[src/rtl/vision_pkg.sv]
//--------------------------------------------------------------------------
// vision package
// geometry, colour coefficients and datapath widths shared by the video
// front end and its testbench
//--------------------------------------------------------------------------

package vision_pkg;

   // video byte and pixel word
   localparam int BYTE_W = 8;              // decoder upper data lane
   localparam int PIX_W  = 16;             // rgb565

   //------------------------------------------------------------------------
   // frame store geometry
   //------------------------------------------------------------------------
   localparam int ADR_W = 15;              // word address within one bank

   // 180 x 120 kept pixels per bank
   localparam logic [ADR_W-1:0] FB_WORDS = ADR_W'(21600);

   localparam int H_DECIM = 4;             // keep every fourth pixel
   localparam int V_DECIM = 2;             // keep every second line

   //------------------------------------------------------------------------
   // colour conversion, coefficients in 2.8 fixed point
   //------------------------------------------------------------------------
   localparam int COEF_W = 10;

   localparam logic [COEF_W-1:0] COEF_Y    = 10'b01_0010_1010;  // 1.164
   localparam logic [COEF_W-1:0] COEF_CR_R = 10'b01_1001_1000;  // 1.596
   localparam logic [COEF_W-1:0] COEF_CR_G = 10'b00_1101_0000;  // 0.813
   localparam logic [COEF_W-1:0] COEF_CB_G = 10'b00_0110_0100;  // 0.392
   localparam logic [COEF_W-1:0] COEF_CB_B = 10'b10_0000_0100;  // 2.017

   // products and channel sums
   localparam int ACC_W = 21;

   // offsets apply to the byte scaled by 4
   localparam logic signed [ACC_W-1:0] Y_OFFSET = 21'sd64;
   localparam logic signed [ACC_W-1:0] C_OFFSET = 21'sd512;

endpackage

[src/rtl/ycbcr_capture.sv]
`timescale 1ns/1ps
//--------------------------------------------------------------------------
// ycbcr capture
// odd field qualification and Cb/Y/Cr/Y byte sequencing, one pixel strobe
// per luma sample
//--------------------------------------------------------------------------

module ycbcr_capture
   import vision_pkg::*;
(
   input  logic              clk_llc,
   input  logic              resetx,
   input  logic              vref,
   input  logic              href,
   input  logic              odd,
   input  logic [BYTE_W-1:0] vpo,
   output logic              pix_valid,
   output logic [BYTE_W-1:0] pix_y,
   output logic [BYTE_W-1:0] pix_cb,
   output logic [BYTE_W-1:0] pix_cr,
   output logic              line_start,
   output logic              field_end
);

   localparam logic [1:0] PH_CB0 = 2'd0;
   localparam logic [1:0] PH_Y0  = 2'd1;
   localparam logic [1:0] PH_CR0 = 2'd2;
   localparam logic [1:0] PH_Y1  = 2'd3;

   logic              field_q;     // odd field window
   logic              active;
   logic              active_d;
   logic              field_d;
   logic [1:0]        phase;
   logic [BYTE_W-1:0] cb_hold;
   logic [BYTE_W-1:0] y0_hold;

   assign field_q    = odd & vref;
   assign active     = field_q & href;
   assign line_start = active & ~active_d;   // first active cycle of a line

   always_ff @(posedge clk_llc or negedge resetx)
   begin
      if (!resetx)
      begin
         phase     <= PH_CB0;
         active_d  <= 1'b0;
         field_d   <= 1'b0;
         field_end <= 1'b0;
         pix_valid <= 1'b0;
      end
      else
      begin
         phase     <= active ? phase + 2'd1 : PH_CB0;
         active_d  <= active;
         field_d   <= field_q;
         field_end <= field_d & ~field_q;   // one cycle after the fall
         pix_valid <= active & ((phase == PH_CR0) | (phase == PH_Y1));
      end
   end

   // byte latches, chroma shared by both luma samples
   always_ff @(posedge clk_llc)
   begin
      if (active && phase == PH_CB0)
         cb_hold <= vpo;
      if (active && phase == PH_Y0)
         y0_hold <= vpo;
      if (active && phase == PH_CR0)
      begin
         pix_y  <= y0_hold;
         pix_cb <= cb_hold;
         pix_cr <= vpo;
      end
      if (active && phase == PH_Y1)
         pix_y <= vpo;          // second pixel of the pair
   end

   // one Cb/Cr pair never yields more than two pixel strobes in a row
   a_two_per_pair : assert property (@(posedge clk_llc) disable iff (!resetx)
      pix_valid && $past(pix_valid) |-> !$past(pix_valid, 2));

endmodule

[config.mk]
export PLATFORM = sky130hd
export DESIGN_NAME = ycbcr_capture
export DESIGN_NICKNAME = d
export VERILOG_FILES = /design/src/rtl/vision_pkg.sv /design/src/rtl/ycbcr_capture.sv
export SDC_FILE = /design/constraint.sdc
export NUM_CORES = 1
export LEC_CHECK = 0
export ABC_AREA = 0
export BUFFER_PORTS_ARGS = -buffer_cell sky130_fd_sc_hd__buf_2
export CORE_MARGIN = 2
export CORE_UTILIZATION = 36
export CTS_BUF_LIST = sky130_fd_sc_hd__clkbuf_8
export CTS_CLUSTER_SIZE = 20
export DETAILED_ROUTE_END_ITERATION = 7
export GPL_ROUTABILITY_DRIVEN = 0
export PLACE_DENSITY = 0.69
export SYNTH_ARGS = -nofsm -noshare
export SYNTH_HDL_FRONTEND = slang
export SYNTH_SLANG_ARGS = --single-unit
[constraint.sdc]
create_clock -name clk_llc -period 1.9 [get_ports clk_llc]
set_clock_uncertainty 0.2 [all_clocks]
set_input_delay 0.095 -clock clk_llc [delete_from_list [all_inputs] [get_ports clk_llc]]
set_output_delay 0.095 -clock clk_llc [all_outputs]
set_load 0.01 [all_outputs]
==> metrics <==
I/O pin count 40; Antenna Violating Nets Remaining 0; switching share of total power 0.201; RR Startpoint phase[0]; fin. max-slew vios 0; maxcap violations 0; unrepaired setup endpoints after global routing false; cell with the most instances after synthesis edfxtp_1; hold slack 13.6 ps; All-Layer GR Usage 0.125; clock slew at reported path FFs 80 ps; Async S/R FF share, synth 0.130; Fillers 366; Seq pwr share 0.638; worst relative slew slack 0.719; H-Tree Depth 2; vias 834; PortBufs 39; Post-synth top flop edfxtp_1; Die X 70.4 µm; post-synthesis sequential area ratio 0.852; die outline area 4950 µm²; Leak 0.812 nW; first-pass GRT wire length 4450 µm; net switching power figure 0.349 mW; total clock sinks 46; worst hold path type input pin to register; utilization after layout 0.482; Slew @ Worst Pin 422 ps; area leader, netlist edfxtp_1; Worst VDD drop 0.250 mV; WL/cell 14.4 µm; DRC 0; Die H 70.4 µm; Final min period 1760 ps; vias in the first global route 912; largest net degree at the start of global routing 15; fraction of layout cells with a size suffix above 1 0.437; YS warnings 0; Final nets 151; clock group share of total power 0.327; final wirelength 2700 µm; Setup crit end kind register; CTS buffer count 5; Post-DP HPWL 1860 µm; fin crit share 0.928; Setup Viol. Count Final 0; Initial Utilization 0.369; # Post-CTS Setup Buffers 0; initial antenna violation count 0; Hold Startpoint href; Post-Syn Area per Cell 21.4 µm²; insertion delay to the later sink of the worst-skew pair 300 ps; Synth top area share 0.757; Diodes inserted 0; row count 24; Hold Fails Final Rpt 0; internal power 1.39 mW; synth top area cells edfxtp_1, dfrtp_1, mux2_2, ha_1, and2_1; Area Overhead vs Synth 30.4%; syn nets 91; critical path data arrival time 1520 ps; EDFF count, synth 40; CP Data Required Time 1660 ps; Combinational Power Share 0.035; router iterations before antenna repair 4; PwrDens 839 nW/µm²; Core ar. 4290 µm²; placed cell count 167; Max Freq 567 MHz; Post-synth top cells edfxtp_1, mux2_2, dfrtp_1; Setup TNS Final 0 ps; cell count after synthesis 74; flip-flop and latch count after synthesis 46; grt ovf 0; critical path class input pin to register; number of DRC markers in iteration 0 61; Crit Path Max Fanout 8; post-route non-filler standard cell count 187; Via density 4.46; Worst setup SP type input pin; status finished, final reports clean; CTS tree done; Root Driver clkbuf_8; worst-case clock buffer depth 2; worst setup path start vref; Distinct cells, synth 11; Mapped Area 1590 µm²; Design Power 1.74 mW
-- worst paths after layout --
check / end / slack [ps] / cells past startpoint
max reg2reg: pix_y[4] / 250 / 4
min reg2reg: pix_cb[4] / 220 / 0
max: cb_hold[5] / 140 / 5
max in group asynchronous: phase[0] / 740 / 3
min: phase[0] / 10 / 3
min in group asynchronous: pix_valid / 530 / 3
-- layout by cell type, fill, tap and decap left out, types with 2 or more instances in the layout --
| cell | count |
|---|---|
| edfxtp_1 | 40 |
| buf_2 | 39 |
| dlygate4sd3_1 | 12 |
| mux2_2 | 8 |
| dfrtp_1 | 6 |
| clkbuf_8 | 5 |
| nor2_1 | 4 |
| and2_1 | 4 |
| ha_1 | 4 |
| inv_1 | 3 |
| buf_4 | 2 |
-- registers in the layout, indices dropped and copies added (netlist names) --
name	flops
active_d	1
cb_hold	8
field_d	1
field_end	1
phase	2
pix_cb	8
pix_cr	8
pix_valid	1
pix_y	8
y0_hold	8
-- timing repair --
action / 4_1_cts / 5_1_grt
resized for setup: 0 / 1
hold endpoints to repair: 40 / 0
endpoints found under the setup margin: 0 / 8
hold buffers: 12 / 0
-- cells by family after synthesis --
group | after synthesis | share of synthesized area
DFF | 46 | 0.852
muxes | 8 | 0.0568
buffers and inverters | 3 | 0.00710
adders and majority gates | 4 | 0.0315
and+or+nand+nor | 13 | 0.0528
-- per-layer routing --
metal  track usage  vias to the layer above  wire length, µm
met2         0.216                       26             1400
met3        0.0519                        8              183
met1         0.124                      406             1040
met4        0.0769                        0               78
li1              -                      394                -
met5             0                        -                0
-- critical path: stages --
cell and delay, ps:
dlygate4sd3_1 520, buf_2 140, nand3_1 180, inv_1 180, and2_1 410
-- final cells by class --
type	count	area, µm²	area share
flip-flops and latches	46	1350	0.653
well taps	52	65.1	0.0314
inverters	3	11.3	0.00544
clock buffers	5	68.8	0.0333
clock inverters	3	16.3	0.00786
repair buffers	53	330	0.160
multi-input cells	25	226	0.109
-- through the flow --
step	area (µm²)	setup WS [ps]
2_1_floorplan	1590	263
3_3_place_gp	1860	146
3_5_place_dp	1860	94.0
4_1_cts	2070	70.0
5_1_grt	2070	23.3
6_report	2070	136
-- power by group through the flow --
stage,sequential (mW),combinational [mW],clock [mW]
after floorplan,1.13,0.0106,0
after global placement,1.13,0.0400,0
after detailed placement,1.13,0.0420,0
after CTS,1.11,0.0616,0.581
after global routing,1.11,0.0672,0.623
final,1.11,0.0605,0.568
(Power assumes the default switching activity.)
