### config.mk
export PLATFORM = sky130hd
export DESIGN_NAME = ycbcr_to_rgb565
export DESIGN_NICKNAME = d
export VERILOG_FILES = /design/src/rtl/vision_pkg.sv /design/src/rtl/ycbcr_to_rgb565.sv
export SDC_FILE = /design/constraint.sdc
export NUM_CORES = 1
export LEC_CHECK = 0
export ABC_AREA = 1
export BUFFER_PORTS_ARGS = -buffer_cell sky130_fd_sc_hd__buf_2
export CAP_MARGIN = 40
export CORE_MARGIN = 4
export CORE_UTILIZATION = 35
export CTS_CLUSTER_SIZE = 40
export DETAILED_ROUTE_END_ITERATION = 7
export GPL_ROUTABILITY_DRIVEN = 0
export HOLD_SLACK_MARGIN = 0.05
export RECOVER_POWER = 50
export SETUP_SLACK_MARGIN = 0.2
export SYNTH_ARGS = -nofsm -noshare
export SYNTH_HDL_FRONTEND = slang
export SYNTH_SLANG_ARGS = --single-unit
### constraint.sdc
create_clock -name clk_llc -period 2.1 [get_ports clk_llc]
set_clock_uncertainty 0.2 [all_clocks]
set_input_delay 0.105 -clock clk_llc [delete_from_list [all_inputs] [get_ports clk_llc]]
set_output_delay 0.105 -clock clk_llc [all_outputs]
set_load 0.02 [all_outputs]
### src/rtl/vision_pkg.sv
//--------------------------------------------------------------------------
// vision package
// geometry, colour coefficients and datapath widths shared by the video
// front end and its testbench
//--------------------------------------------------------------------------

package vision_pkg;

   // video byte and pixel word
   localparam int BYTE_W = 8;              // decoder upper data lane
   localparam int PIX_W  = 16;             // rgb565

   //------------------------------------------------------------------------
   // frame store geometry
   //------------------------------------------------------------------------
   localparam int ADR_W = 15;              // word address within one bank

   // 180 x 120 kept pixels per bank
   localparam logic [ADR_W-1:0] FB_WORDS = ADR_W'(21600);

   localparam int H_DECIM = 4;             // keep every fourth pixel
   localparam int V_DECIM = 2;             // keep every second line

   //------------------------------------------------------------------------
   // colour conversion, coefficients in 2.8 fixed point
   //------------------------------------------------------------------------
   localparam int COEF_W = 10;

   localparam logic [COEF_W-1:0] COEF_Y    = 10'b01_0010_1010;  // 1.164
   localparam logic [COEF_W-1:0] COEF_CR_R = 10'b01_1001_1000;  // 1.596
   localparam logic [COEF_W-1:0] COEF_CR_G = 10'b00_1101_0000;  // 0.813
   localparam logic [COEF_W-1:0] COEF_CB_G = 10'b00_0110_0100;  // 0.392
   localparam logic [COEF_W-1:0] COEF_CB_B = 10'b10_0000_0100;  // 2.017

   // products and channel sums
   localparam int ACC_W = 21;

   // offsets apply to the byte scaled by 4
   localparam logic signed [ACC_W-1:0] Y_OFFSET = 21'sd64;
   localparam logic signed [ACC_W-1:0] C_OFFSET = 21'sd512;

endpackage

### src/rtl/ycbcr_to_rgb565.sv
`timescale 1ns/1ps
//--------------------------------------------------------------------------
// ycbcr to rgb565
// two-stage fixed-point colour conversion with clamping to rgb565
//--------------------------------------------------------------------------

module ycbcr_to_rgb565
   import vision_pkg::*;
(
   input  logic              clk_llc,
   input  logic              resetx,
   input  logic              pix_valid,
   input  logic [BYTE_W-1:0] pix_y,
   input  logic [BYTE_W-1:0] pix_cb,
   input  logic [BYTE_W-1:0] pix_cr,
   output logic              rgb_valid,
   output logic [PIX_W-1:0]  rgb
);

   // zero-extend a 10 bit value into the signed accumulator width
   function automatic logic signed [ACC_W-1:0] widen(input logic [COEF_W-1:0] v);
      widen = $signed({{(ACC_W-COEF_W){1'b0}}, v});
   endfunction

   // saturate each channel, then take the top bits below the guard bits
   function automatic logic [PIX_W-1:0] pack565(input logic signed [ACC_W-1:0] r,
                                               input logic signed [ACC_W-1:0] g,
                                               input logic signed [ACC_W-1:0] b);
      logic [4:0] r5;
      logic [5:0] g6;
      logic [4:0] b5;
      r5 = r[ACC_W-1] ? 5'h00 : (|r[19:18]) ? 5'h1f : r[17:13];
      g6 = g[ACC_W-1] ? 6'h00 : (|g[19:18]) ? 6'h3f : g[17:12];
      b5 = b[ACC_W-1] ? 5'h00 : (|b[19:18]) ? 5'h1f : b[17:13];
      pack565 = {r5, g6, b5};
   endfunction

   logic signed [ACC_W-1:0] y_term;
   logic signed [ACC_W-1:0] cb_term;
   logic signed [ACC_W-1:0] cr_term;

   // stage 1 products
   logic signed [ACC_W-1:0] p_y;
   logic signed [ACC_W-1:0] p_cr_r;
   logic signed [ACC_W-1:0] p_cr_g;
   logic signed [ACC_W-1:0] p_cb_g;
   logic signed [ACC_W-1:0] p_cb_b;

   // stage 2 channel sums
   logic signed [ACC_W-1:0] s_r;
   logic signed [ACC_W-1:0] s_g;
   logic signed [ACC_W-1:0] s_b;

   logic [1:0] valid_pipe;

   // bytes scaled by 4 before the offset
   assign y_term  = widen({pix_y, 2'b00}) - Y_OFFSET;
   assign cb_term = widen({pix_cb, 2'b00}) - C_OFFSET;
   assign cr_term = widen({pix_cr, 2'b00}) - C_OFFSET;

   always_ff @(posedge clk_llc)
   begin
      p_y    <= widen(COEF_Y) * y_term;
      p_cr_r <= widen(COEF_CR_R) * cr_term;
      p_cr_g <= widen(COEF_CR_G) * cr_term;
      p_cb_g <= widen(COEF_CB_G) * cb_term;
      p_cb_b <= widen(COEF_CB_B) * cb_term;

      s_r <= p_y + p_cr_r;
      s_g <= p_y - p_cr_g - p_cb_g;
      s_b <= p_y + p_cb_b;
   end

   always_ff @(posedge clk_llc or negedge resetx)
   begin
      if (!resetx)
         valid_pipe <= 2'b00;
      else
         valid_pipe <= {valid_pipe[0], pix_valid};
   end

   assign rgb_valid = valid_pipe[1];
   assign rgb       = pack565(s_r, s_g, s_b);   // clamp on the stage 2 output

endmodule

==> results.yml <==
run_status:
  status: "finished, violations left"
  violations: "negative setup slack"
cts:
  insertion_delay_ns: 0.35
  clk_path_buf_depth: 2
  cts_tree: "built"
  cts_buffers: 9
  htree_levels: 3
  cts_root_buffer: "clkbuf_16"
  clock_sinks: 102
  clkTransAtPathRegs_ns: 0.07
critical_path:
  critPathRequiredTime_ns: 2.14
  worstPathMaxFanout: 4
  critPathCaptureType: "register"
  worstSetupStartpointType: "input port"
  critPathKind: "input port to register"
  worstPathArrival_ns: 3.13
yosys:
  yosys_warnings: 0
  yosysSeqAreaShare: 0.214
  synth.distinct_cells: 36
  ys_seq_elements: 102
  netlist_instances: 1235
  syn_nets: 1503
  avgSynthCellArea_sq_um: 7.75
  synth_area_sq_um: 9580
finish:
  drive_gt1_frac: 0.418
  n_antenna_cell: 0
  syn2layout_area_growth_pct: 52.9
  fin_util: 0.543
  stdcell_area_sq_um: 14600
  final_nets: 1764
global_route:
  grt_use_met2: 0.300
  grt.busiest_layer: "met2"
  grt_pass1_vias: 8998
  use_met1: 0.207
  grt-ovfl-total: 0
  grt_usage: 0.165
  antenna_found_initial: 0
  grt_max_degree: 19
  use_met3: 0.0212
  grt_pass1_wl_microns: 41400
routing:
  drcViolationCount: 0
  dr.pass1.iters: 5
  antenna_left: 0
  initialDrtViolationCount: 341
  vias_per_cell: 4.64
  wl_per_cell_microns: 13.6
  routed-via-count: 8541
  routed_wirelength_microns: 25100
timing:
  hold_viol_final: 0
  timing.final.crit_share: 1.47
  finalSetupTns_ns: -20.77
  rsz0062_at_grt: "yes"
  slew_headroom: 0.732
  maxSlewViolCount: 0
  fmax_ghz: 0.323
  setup_slack_ns: -0.992
  tightestPinTransition_ns: 0.402
  finalSetupViolCount: 49
  fin_hold_ws_ns: 0.0208
  min_period_ns: 3.09
place:
  numPortBuffers: 43
  hpwl_microns: 19900
  postPlaceCellArea_sq_um: 12600
power_and_ir_drop:
  powerDensity_nw_per_um2: 1530
  p_clk_frac: 0.087
  p_comb_frac: 0.768
  power_switching_mw: 10.3
  power.internal_mw: 12.1
  p_sw_frac: 0.461
  pwr-share-seq: 0.145
  p_leak_nw: 7.05
  ir_worst_vdd_v: 0.000988
floorplan:
  top_level_ports: 44
  die_area_sq_um: 30100
  rows: 60
  coreArea_sq_um: 27000
  start_util: 0.355
  die-height_microns: 173
  die_w_microns: 173
job:
  max_cap_violations: 0
hold_path:
  hold_class: "input port to register"
==> cells by family (layout without fill, tap and decap cells) <==
logic type                 count (synthesis)  after routing  synth area share
xor gates and xnor gates                  54             54            0.0502
DFF                                      102            102             0.214
AOI/OAI and AO/OA                        153            153            0.0872
adders and majority gates                241            241             0.358
buffers and inverters                    266            532             0.104
and+or+nand+nor                          419            419             0.186
==> repair_timing <==
item                                    CTS  global route
hold buffers                             20             3
gates resized for setup                 197           147
endpoints found under the setup margin   64            72
buffers inserted                         20             9
pin swaps                               123            87
gates cloned                              0             0
endpoints found under the hold margin    26             5
==> layout make-up <==
class	count	area, sq um
timing repair buffer	250	2090
clock inverter	7	128
multi-input combinational	867	8660
clock buffer	9	225
inverter	266	1030
tap	341	427
fill	2361	12300
sequential	102	2080
==> worst paths after layout <==
path | start | end | slack [ns] | cells past startpoint
worst min-delay path | pix_cb[7] | p_cb_g[17] | 0.02 | 5
worst max-delay path | pix_y[4] | p_y[15] | -0.99 | 17
worst max register to register | p_y[19] | s_g[20] | -0.07 | 8
min in group asynchronous | resetx | valid_pipe[0] | 0.39 | 3
max in group asynchronous | resetx | valid_pipe[1] | 1.19 | 3
worst min register to register | valid_pipe[0] | valid_pipe[1] | 0.16 | 0
==> worst max-delay path, stage by stage <==
cell and delay (ns):
buf_6 0.09, clkinvlp_4 0.09, ha_4 0.15, nand2_2 0.06, nor2_4 0.18, ha_4 0.24, ha_4 0.27, inv_2 0.04
fa_2 0.53, fa_1 0.42, inv_2 0.08, ha_4 0.21, a21o_1 0.20, nand3_2 0.07, nand3_2 0.11, buf_4 0.16
xor2_1 0.13
==> layer usage <==
metal  wire length, microns  up-vias
met5                      0        -
met4                    514        0
met3                    675       38
met2                  12600      123
met1                  11300     3945
li1                       -     4435
==> sequential cells by signal, summed over array words and instances, names as in the netlist <==
signal	flops
s_b	8
p_cr_g	14
p_cb_g	12
s_r	8
p_y	17
p_cr_r	15
s_g	9
valid_pipe	2
p_cb_b	17
==> metrics by stage <==
stage | power (mW) | worst slack, ns | std cells
finish | 22.4 | -0.992 | 1842
global route | 24.5 | -1.10 | 1842
CTS | 20.8 | -0.928 | 1833
detailed placement | 17.1 | -1.38 | 1777
global placement | 17.0 | -1.33 | 1777
floorplan | 12.7 | -1.24 | 1235
==> power by group through the flow <==
| stage | logic [mW] | clock network [mW] | registers (mW) |
|---|---|---|---|
| after CTS | 15.6 | 2.00 | 3.20 |
| after floorplan | 9.66 | 0 | 3.05 |
| after global routing | 19.1 | 2.09 | 3.32 |
| after global placement | 13.8 | 0 | 3.20 |
| after detailed placement | 13.9 | 0 | 3.21 |
| final | 17.2 | 1.95 | 3.24 |
==> synth_stat cells <==
cell type / instances / area share
and2_4: 1 / 0.00091
nor2_4: 1 / 0.0012
nor2_1: 61 / 0.024
inv_2: 5 / 0.0020
xor2_2: 1 / 0.0017
inv_1: 261 / 0.10
o21ai_1: 10 / 0.0052
dfrtp_1: 2 / 0.0052
a21o_1: 10 / 0.0078
dfxtp_1: 100 / 0.21
or2_1: 1 / 0.00065
xor2_1: 39 / 0.036
nand2_1: 250 / 0.098
nor3_1: 7 / 0.0037
nor4_1: 2 / 0.0013
nor4_2: 3 / 0.0039
xnor2_1: 14 / 0.013
nand4_1: 12 / 0.0078
nand2_2: 6 / 0.0039
o211ai_2: 1 / 0.0013
o21ai_0: 26 / 0.014
o21a_1: 1 / 0.00078
a21boi_0: 3 / 0.0024
o21bai_1: 4 / 0.0031
o21bai_2: 1 / 0.0012
a21oi_1: 91 / 0.048
fa_1: 55 / 0.11
or2_2: 1 / 0.00065
nor2_2: 3 / 0.0020
o21ai_2: 1 / 0.00091
nand3b_1: 2 / 0.0016
nand3_2: 1 / 0.0010
ha_1: 186 / 0.24
a31oi_1: 4 / 0.0026
nand3_1: 68 / 0.036
o22ai_1: 1 / 0.00065
==> placed cells by master, fill, tap and decap left out, drive strengths merged, types with 4 or more instances in the layout <==
cell type / synthesis / routed
nand2: 256 / 256
xnor2: 14 / 14
nor3: 7 / 7
nor4: 5 / 5
o21ai: 37 / 37
clkinvlp: 0 / 5
xor2: 40 / 40
nand4: 12 / 12
inv: 266 / 264
buf: 0 / 208
a21oi: 91 / 91
dfxtp: 100 / 100
nand3: 69 / 69
ha: 186 / 186
a31oi: 4 / 4
a21o: 10 / 10
clkbuf: 0 / 30
o21bai: 5 / 5
nor2: 65 / 65
fa: 55 / 55
dlygate4sd3: 0 / 18
Power figures use the tool's default switching activity.
