--- src/rtl/vision_pkg.sv ---
//--------------------------------------------------------------------------
// vision package
// geometry, colour coefficients and datapath widths shared by the video
// front end and its testbench
//--------------------------------------------------------------------------

package vision_pkg;

   // video byte and pixel word
   localparam int BYTE_W = 8;              // decoder upper data lane
   localparam int PIX_W  = 16;             // rgb565

   //------------------------------------------------------------------------
   // frame store geometry
   //------------------------------------------------------------------------
   localparam int ADR_W = 15;              // word address within one bank

   // 180 x 120 kept pixels per bank
   localparam logic [ADR_W-1:0] FB_WORDS = ADR_W'(21600);

   localparam int H_DECIM = 4;             // keep every fourth pixel
   localparam int V_DECIM = 2;             // keep every second line

   //------------------------------------------------------------------------
   // colour conversion, coefficients in 2.8 fixed point
   //------------------------------------------------------------------------
   localparam int COEF_W = 10;

   localparam logic [COEF_W-1:0] COEF_Y    = 10'b01_0010_1010;  // 1.164
   localparam logic [COEF_W-1:0] COEF_CR_R = 10'b01_1001_1000;  // 1.596
   localparam logic [COEF_W-1:0] COEF_CR_G = 10'b00_1101_0000;  // 0.813
   localparam logic [COEF_W-1:0] COEF_CB_G = 10'b00_0110_0100;  // 0.392
   localparam logic [COEF_W-1:0] COEF_CB_B = 10'b10_0000_0100;  // 2.017

   // products and channel sums
   localparam int ACC_W = 21;

   // offsets apply to the byte scaled by 4
   localparam logic signed [ACC_W-1:0] Y_OFFSET = 21'sd64;
   localparam logic signed [ACC_W-1:0] C_OFFSET = 21'sd512;

endpackage

--- src/rtl/frame_writer.sv ---
`timescale 1ns/1ps
//--------------------------------------------------------------------------
// frame writer
// decimation, write address generation, bank alternation and field-end
// interrupts
//--------------------------------------------------------------------------

module frame_writer
   import vision_pkg::*;
(
   input  logic             clk_llc,
   input  logic             resetx,
   input  logic             rgb_valid,
   input  logic [PIX_W-1:0] rgb,
   input  logic             line_start,
   input  logic             field_end,
   output logic             wr_en,
   output logic             wr_bank,
   output logic [ADR_W-1:0] wr_adr,
   output logic [PIX_W-1:0] wr_data,
   output logic             irq0,
   output logic             irq1
);

   localparam int HC_W = $clog2(H_DECIM);
   localparam int VC_W = $clog2(V_DECIM);
   localparam logic [HC_W-1:0] H_LAST = HC_W'(H_DECIM - 1);
   localparam logic [VC_W-1:0] V_LAST = VC_W'(V_DECIM - 1);

   logic [HC_W-1:0]  h_cnt;       // pixel within line, modulo H_DECIM
   logic [VC_W-1:0]  v_cnt;       // line within field, modulo V_DECIM
   logic             line_seen;   // first line of the field has started
   logic [ADR_W-1:0] adr_cnt;     // next free word
   logic [1:0]       fe_pipe;
   logic             fe_now;
   logic             keep;
   logic             wr_ok;

   // field end waits until the last pixels have left the converter
   assign fe_now = fe_pipe[1];
   assign keep   = rgb_valid && (h_cnt == '0) && (v_cnt == '0);
   assign wr_ok  = keep && (adr_cnt < FB_WORDS);

   always_ff @(posedge clk_llc or negedge resetx)
   begin
      if (!resetx)
      begin
         fe_pipe   <= 2'b00;
         h_cnt     <= '0;
         v_cnt     <= '0;
         line_seen <= 1'b0;
         adr_cnt   <= '0;
         wr_en     <= 1'b0;
         wr_bank   <= 1'b0;
         irq0      <= 1'b0;
         irq1      <= 1'b0;
      end
      else
      begin
         fe_pipe <= {fe_pipe[0], field_end};
         wr_en   <= wr_ok;
         irq0    <= fe_now & wr_bank;    // bank 1 just completed
         irq1    <= fe_now & ~wr_bank;
         if (fe_now)
         begin
            h_cnt     <= '0;
            v_cnt     <= '0;
            line_seen <= 1'b0;
            adr_cnt   <= '0;
            wr_bank   <= ~wr_bank;
         end
         else
         begin
            // a pixel landing with line_start still belongs to the old line
            if (line_start)
            begin
               h_cnt     <= '0;
               line_seen <= 1'b1;
               if (line_seen)
                  v_cnt <= (v_cnt == V_LAST) ? '0 : v_cnt + 1'b1;
            end
            else if (rgb_valid)
               h_cnt <= (h_cnt == H_LAST) ? '0 : h_cnt + 1'b1;
            if (wr_ok)
               adr_cnt <= adr_cnt + 1'b1;
         end
      end
   end

   always_ff @(posedge clk_llc)
   begin
      if (wr_ok)
      begin
         wr_adr  <= adr_cnt;
         wr_data <= rgb;
      end
   end

   a_adr_in_bank : assert property (@(posedge clk_llc) disable iff (!resetx)
      wr_en |-> wr_adr < FB_WORDS);

   a_one_irq : assert property (@(posedge clk_llc) disable iff (!resetx)
      !(irq0 && irq1));

endmodule

--- config.mk ---
export PLATFORM = sky130hd
export DESIGN_NAME = frame_writer
export DESIGN_NICKNAME = d
export VERILOG_FILES = /design/src/rtl/vision_pkg.sv /design/src/rtl/frame_writer.sv
export SDC_FILE = /design/constraint.sdc
export NUM_CORES = 1
export LEC_CHECK = 0
export BUFFER_PORTS_ARGS = -buffer_cell sky130_fd_sc_hd__buf_4
export CORE_ASPECT_RATIO = 0.8
export CORE_MARGIN = 1.5
export CORE_UTILIZATION = 52
export CTS_CLUSTER_DIAMETER = 60
export CTS_CLUSTER_SIZE = 20
export DETAILED_ROUTE_END_ITERATION = 12
export MAX_ROUTING_LAYER = met4
export PLACE_DENSITY = 0.8
export SLEW_MARGIN = 20
export SYNTH_ARGS = -nofsm -noshare
export SYNTH_HDL_FRONTEND = slang
export SYNTH_SLANG_ARGS = --single-unit
--- constraint.sdc ---
create_clock -name clk_llc -period 3.57 [get_ports clk_llc]
set_input_delay 0.5355 -clock clk_llc [delete_from_list [all_inputs] [get_ports clk_llc]]
set_output_delay 0.5355 -clock clk_llc [all_outputs]
set_load 0.005 [all_outputs]
==> results list <==
- Fmax: 493 MHz
- Most used standard cells in the synthesized netlist: 31 x sky130_fd_sc_hd__edfxtp_1, 25 x sky130_fd_sc_hd__dfrtp_1, 14 x sky130_fd_sc_hd__a21oi_1
* Cell-by-cell listing of the critical path: nand4b_1 > nor3_2 > nor4b_2 > mux2_1
* Internal power consumption: 939 uW
* Final Non-Filler Cells: 264
- For the final database, setup skew stands at between 0.003 and 0.004 ns.
* Syn-to-layout area delta: 25.6%
- The worst setup path is launched from a flop.
- Last weighted congestion value of the routability-driven placer: 0.761
- Pwr dens: 438 nW/um2
- Flop pwr share: 0.626
- Clock tree synthesis inserted a total of 5 buffers.
- Across the VDD grid, the largest voltage drop is 278 uV.
- Via-per-instance ratio: between 5 and 6
- Clock latency on the worst-skew pair, taken at its later pin, is 0.30 ns.
* Placed insts: between 200 and 300
- After detailed placement, the total cell area comes to 2660 um2.
* Number of detailed-route iterations in the first pass: 4
* Yosys top cell by area: sky130_fd_sc_hd__edfxtp_1
- Number of endpoints with negative hold slack in the final report: 0
- Initial antenna violation count: 0
- # DRC: 0
- Detailed routing inserted a total of 1456 vias.
* Worst setup startpoint: adr_cnt[13]
- Port buffering added 55 buffers.
- On the critical path, the stage with the largest delay is an instance of sky130_fd_sc_hd__nor3_2.
* Data arrival time of the critical path: about 2.2 ns
* Wire length of the first global-routing pass: 5.88 mm
- Count of buffers added by post-CTS timing repair for setup: 0
- The clock drives 56 sinks.
* Maxcap violations: 0
- The cell area that synthesis handed to floorplanning was 2190 um2.
* Half-perimeter wire length after detailed placement: 2.77 mm
- Summed over all failing endpoints, the final setup total negative slack is 0 ns.
* Classification of the worst-slack hold path: input pin to asynchronous set/reset pin
- Of the available clock period, the critical path in the final layout requires 0.569.
- In this run, post-CTS hold repair placed 0 buffers.
* Transition time at the pin with the least slew margin: 0.899 ns
* Root buffer cell: sky130_fd_sc_hd__clkbuf_8
- Synthesis produced a netlist with a net count of 174.
- Of the total power, the clock network draws 0.275.
- Proportion of synthesized chip area in sequential cells: 0.710
- From left edge to right edge, the die measures ~76 um.
* Worst setup path class: flop to flop
- Summed over all cells, the static leakage comes to about 0.0011 uW.
- Of the cells placed in the final design, the portion with a size suffix greater than 1 is 0.335.
- Post-Place Worst Slack: roughly 1.4 ns
* Count of nets after finishing: 232
* Antenna diodes: 0
- Leading cell types by total area after synthesis: sky130_fd_sc_hd__edfxtp_1 42%, sky130_fd_sc_hd__dfrtp_1 29%, sky130_fd_sc_hd__a21oi_1 3.2%
- Entering global routing, the biggest net connects 33 pins.
- TritonCTS built the clock tree.
- Area share of the largest cell type after synthesis: 0.425
- Largest stage delay, worst path: 0.76 ns
- Post-synth EDFFs: 31
* Sort of element at the end of the critical path: flop
- Average size of a mapped cell: 14.6 um2
- Setup repair after global routing left no endpoint under its margin.
* Number of H-tree levels: 2
* Critical path data required time: 3.76 ns
* Number of standard cells after synthesis: 150
- Summing all non-filler instances in the final layout gives an area of around 2800 um2.
* Status: complete, no violations
* Slew Viols, Final: 0
- Of all nets on the critical path, the largest fanout is 17.
- Number of resized instances in the post-cts repair step: 0
- Initial Utilization: 0.558
* Worst-case clock buffer depth: 2
- Row generation in the floorplan step produced 20 rows.
* Via count of the first global-routing pass: about 1300
- Cell with the most instances after synthesis: sky130_fd_sc_hd__edfxtp_1
- Clock-pin slew was measured on the worst setup and hold paths at 0.09 ns.
* Smallest setup slack after layout: 1.54 ns
- Critical R2R Launch: adr_cnt[13]
- The total overflow left after global routing is 0.
- Most used flip-flop cell after synthesis: sky130_fd_sc_hd__edfxtp_1
* Number of distinct standard cells referenced by the synthesized netlist: 35
- Die Area: approximately 4600 um2
* Synthesized flop and latch total: 56
* Vertical extent of the die: 61.1 um
* Top-level port count: 56
- Net switching power figure: ~270 uW
- Of the total power, the share spent switching nets is 0.221.
* Logic pwr share: 0.099
- In this run, the number of DRC markers left after iteration 0 of detailed routing was 60.
- Average wire per cell in the routed design: 14.8 um
- The design draws 1210 uW.
- Total Routing Usage GR: 0.180
- Counting flops with an async set or reset pin after synthesis yields a share of 0.446.
* Final ANT Viol Nets: 0
- After floorplanning, the core was sized to cover 3930 um2.
- Setup violations remaining at the end of the flow were counted as 0.
* Slew headroom: 0.398
- Minimum period implied by the final worst setup slack: 2.03 ns
- Yosys warning total: 0
- Final wirelength: 3.92 mm
-- placed cells by master, fill, tap and decap left out, types with 2 or more instances in the layout --
cell type / count
sky130_fd_sc_hd__nor2b_1: 3
sky130_fd_sc_hd__o31ai_1: 9
sky130_fd_sc_hd__mux2i_1: 2
sky130_fd_sc_hd__and3_1: 3
sky130_fd_sc_hd__nand3_1: 5
sky130_fd_sc_hd__inv_1: 6
sky130_fd_sc_hd__edfxtp_1: 31
sky130_fd_sc_hd__or3_1: 3
sky130_fd_sc_hd__ha_1: 3
sky130_fd_sc_hd__nor3_1: 2
sky130_fd_sc_hd__o21ai_0: 3
sky130_fd_sc_hd__nand2_1: 3
sky130_fd_sc_hd__a21oi_1: 14
sky130_fd_sc_hd__dfrtp_1: 25
sky130_fd_sc_hd__buf_4: 56
sky130_fd_sc_hd__or4_1: 9
sky130_fd_sc_hd__clkbuf_8: 5
sky130_fd_sc_hd__nor2_1: 6
sky130_fd_sc_hd__xor2_1: 2
-- routing by layer --
layer | GRT usage | share of wire
met1 | 0.223 | 0.44
met2 | 0.293 | 0.47
met3 | 0.0507 | 0.083
met4 | 0.0536 | 0.0092
met5 | - | 0
-- path summary, 6_finish.rpt --
check	end	slack [ns]	cells after the start
setup / recovery	adr_cnt[12]	1.54	4
hold / removal	adr_cnt[2]	0.12	1
setup reg to reg	adr_cnt[12]	1.54	4
hold reg to reg	fe_pipe[1]	0.36	0
max in group asynchronous	adr_cnt[6]	3.21	1
min in group clk_llc	fe_pipe[0]	0.34	1
-- sequential cells by signal (all words and copies together), names as in the netlist --
signal and count:
adr_cnt 15, fe_pipe 2, h_cnt 2, irq0 1, irq1 1, line_seen 1, v_cnt 1, wr_adr 15
wr_bank 1, wr_data 16, wr_en 1
-- power groups by stage --
stage | Clock [uW] | Sequential, uW | Combinational (uW)
after CTS | 342 | 756 | 121
after global placement | 0 | 767 | 119
after global routing | 370 | 763 | 132
after floorplan | 0 | 769 | 32.6
final | 332 | 755 | 119
after detailed placement | 0 | 769 | 122
-- area by class of cell --
type | instances | area (um2)
repair buffers | 56 | 420
clock buffers | 6 | 72.6
fillers | 259 | 1180
flip-flops and latches | 56 | 1560
clock inverters | 2 | 16.3
inverters | 6 | 22.5
well taps | 55 | 68.8
multi-input cells | 83 | 594
-- cells by family (layout without fill, tap and decap cells) --
kind of cell,Yosys count,after routing,synth area share
buffers and inverters,11,70,0.0228
AOI/OAI and AO/OA,30,30,0.0937
adders and majority gates,3,3,0.0171
xor gates and xnor gates,2,2,0.00800
DFF,56,56,0.710
muxes,4,4,0.0194
and+or+nand+nor,44,44,0.129
-- through the flow --
stage | util | hold WS, ns
CTS | 0.698 | 0.124
detailed placement | 0.676 | 0.345
global route | 0.700 | 0.122
floorplan | - | 0.240
finish | 0.700 | 0.115
global placement | 0.676 | 0.334
-- worst max-delay path, delay by kind of cell (launching register included) --
family | cells | cell delay, ns
and+or+nand+nor | 3 | 1.14
DFF | 1 | 0.43
muxes | 1 | 0.34
No activity file was read; power rests on OpenSTA's default activity.
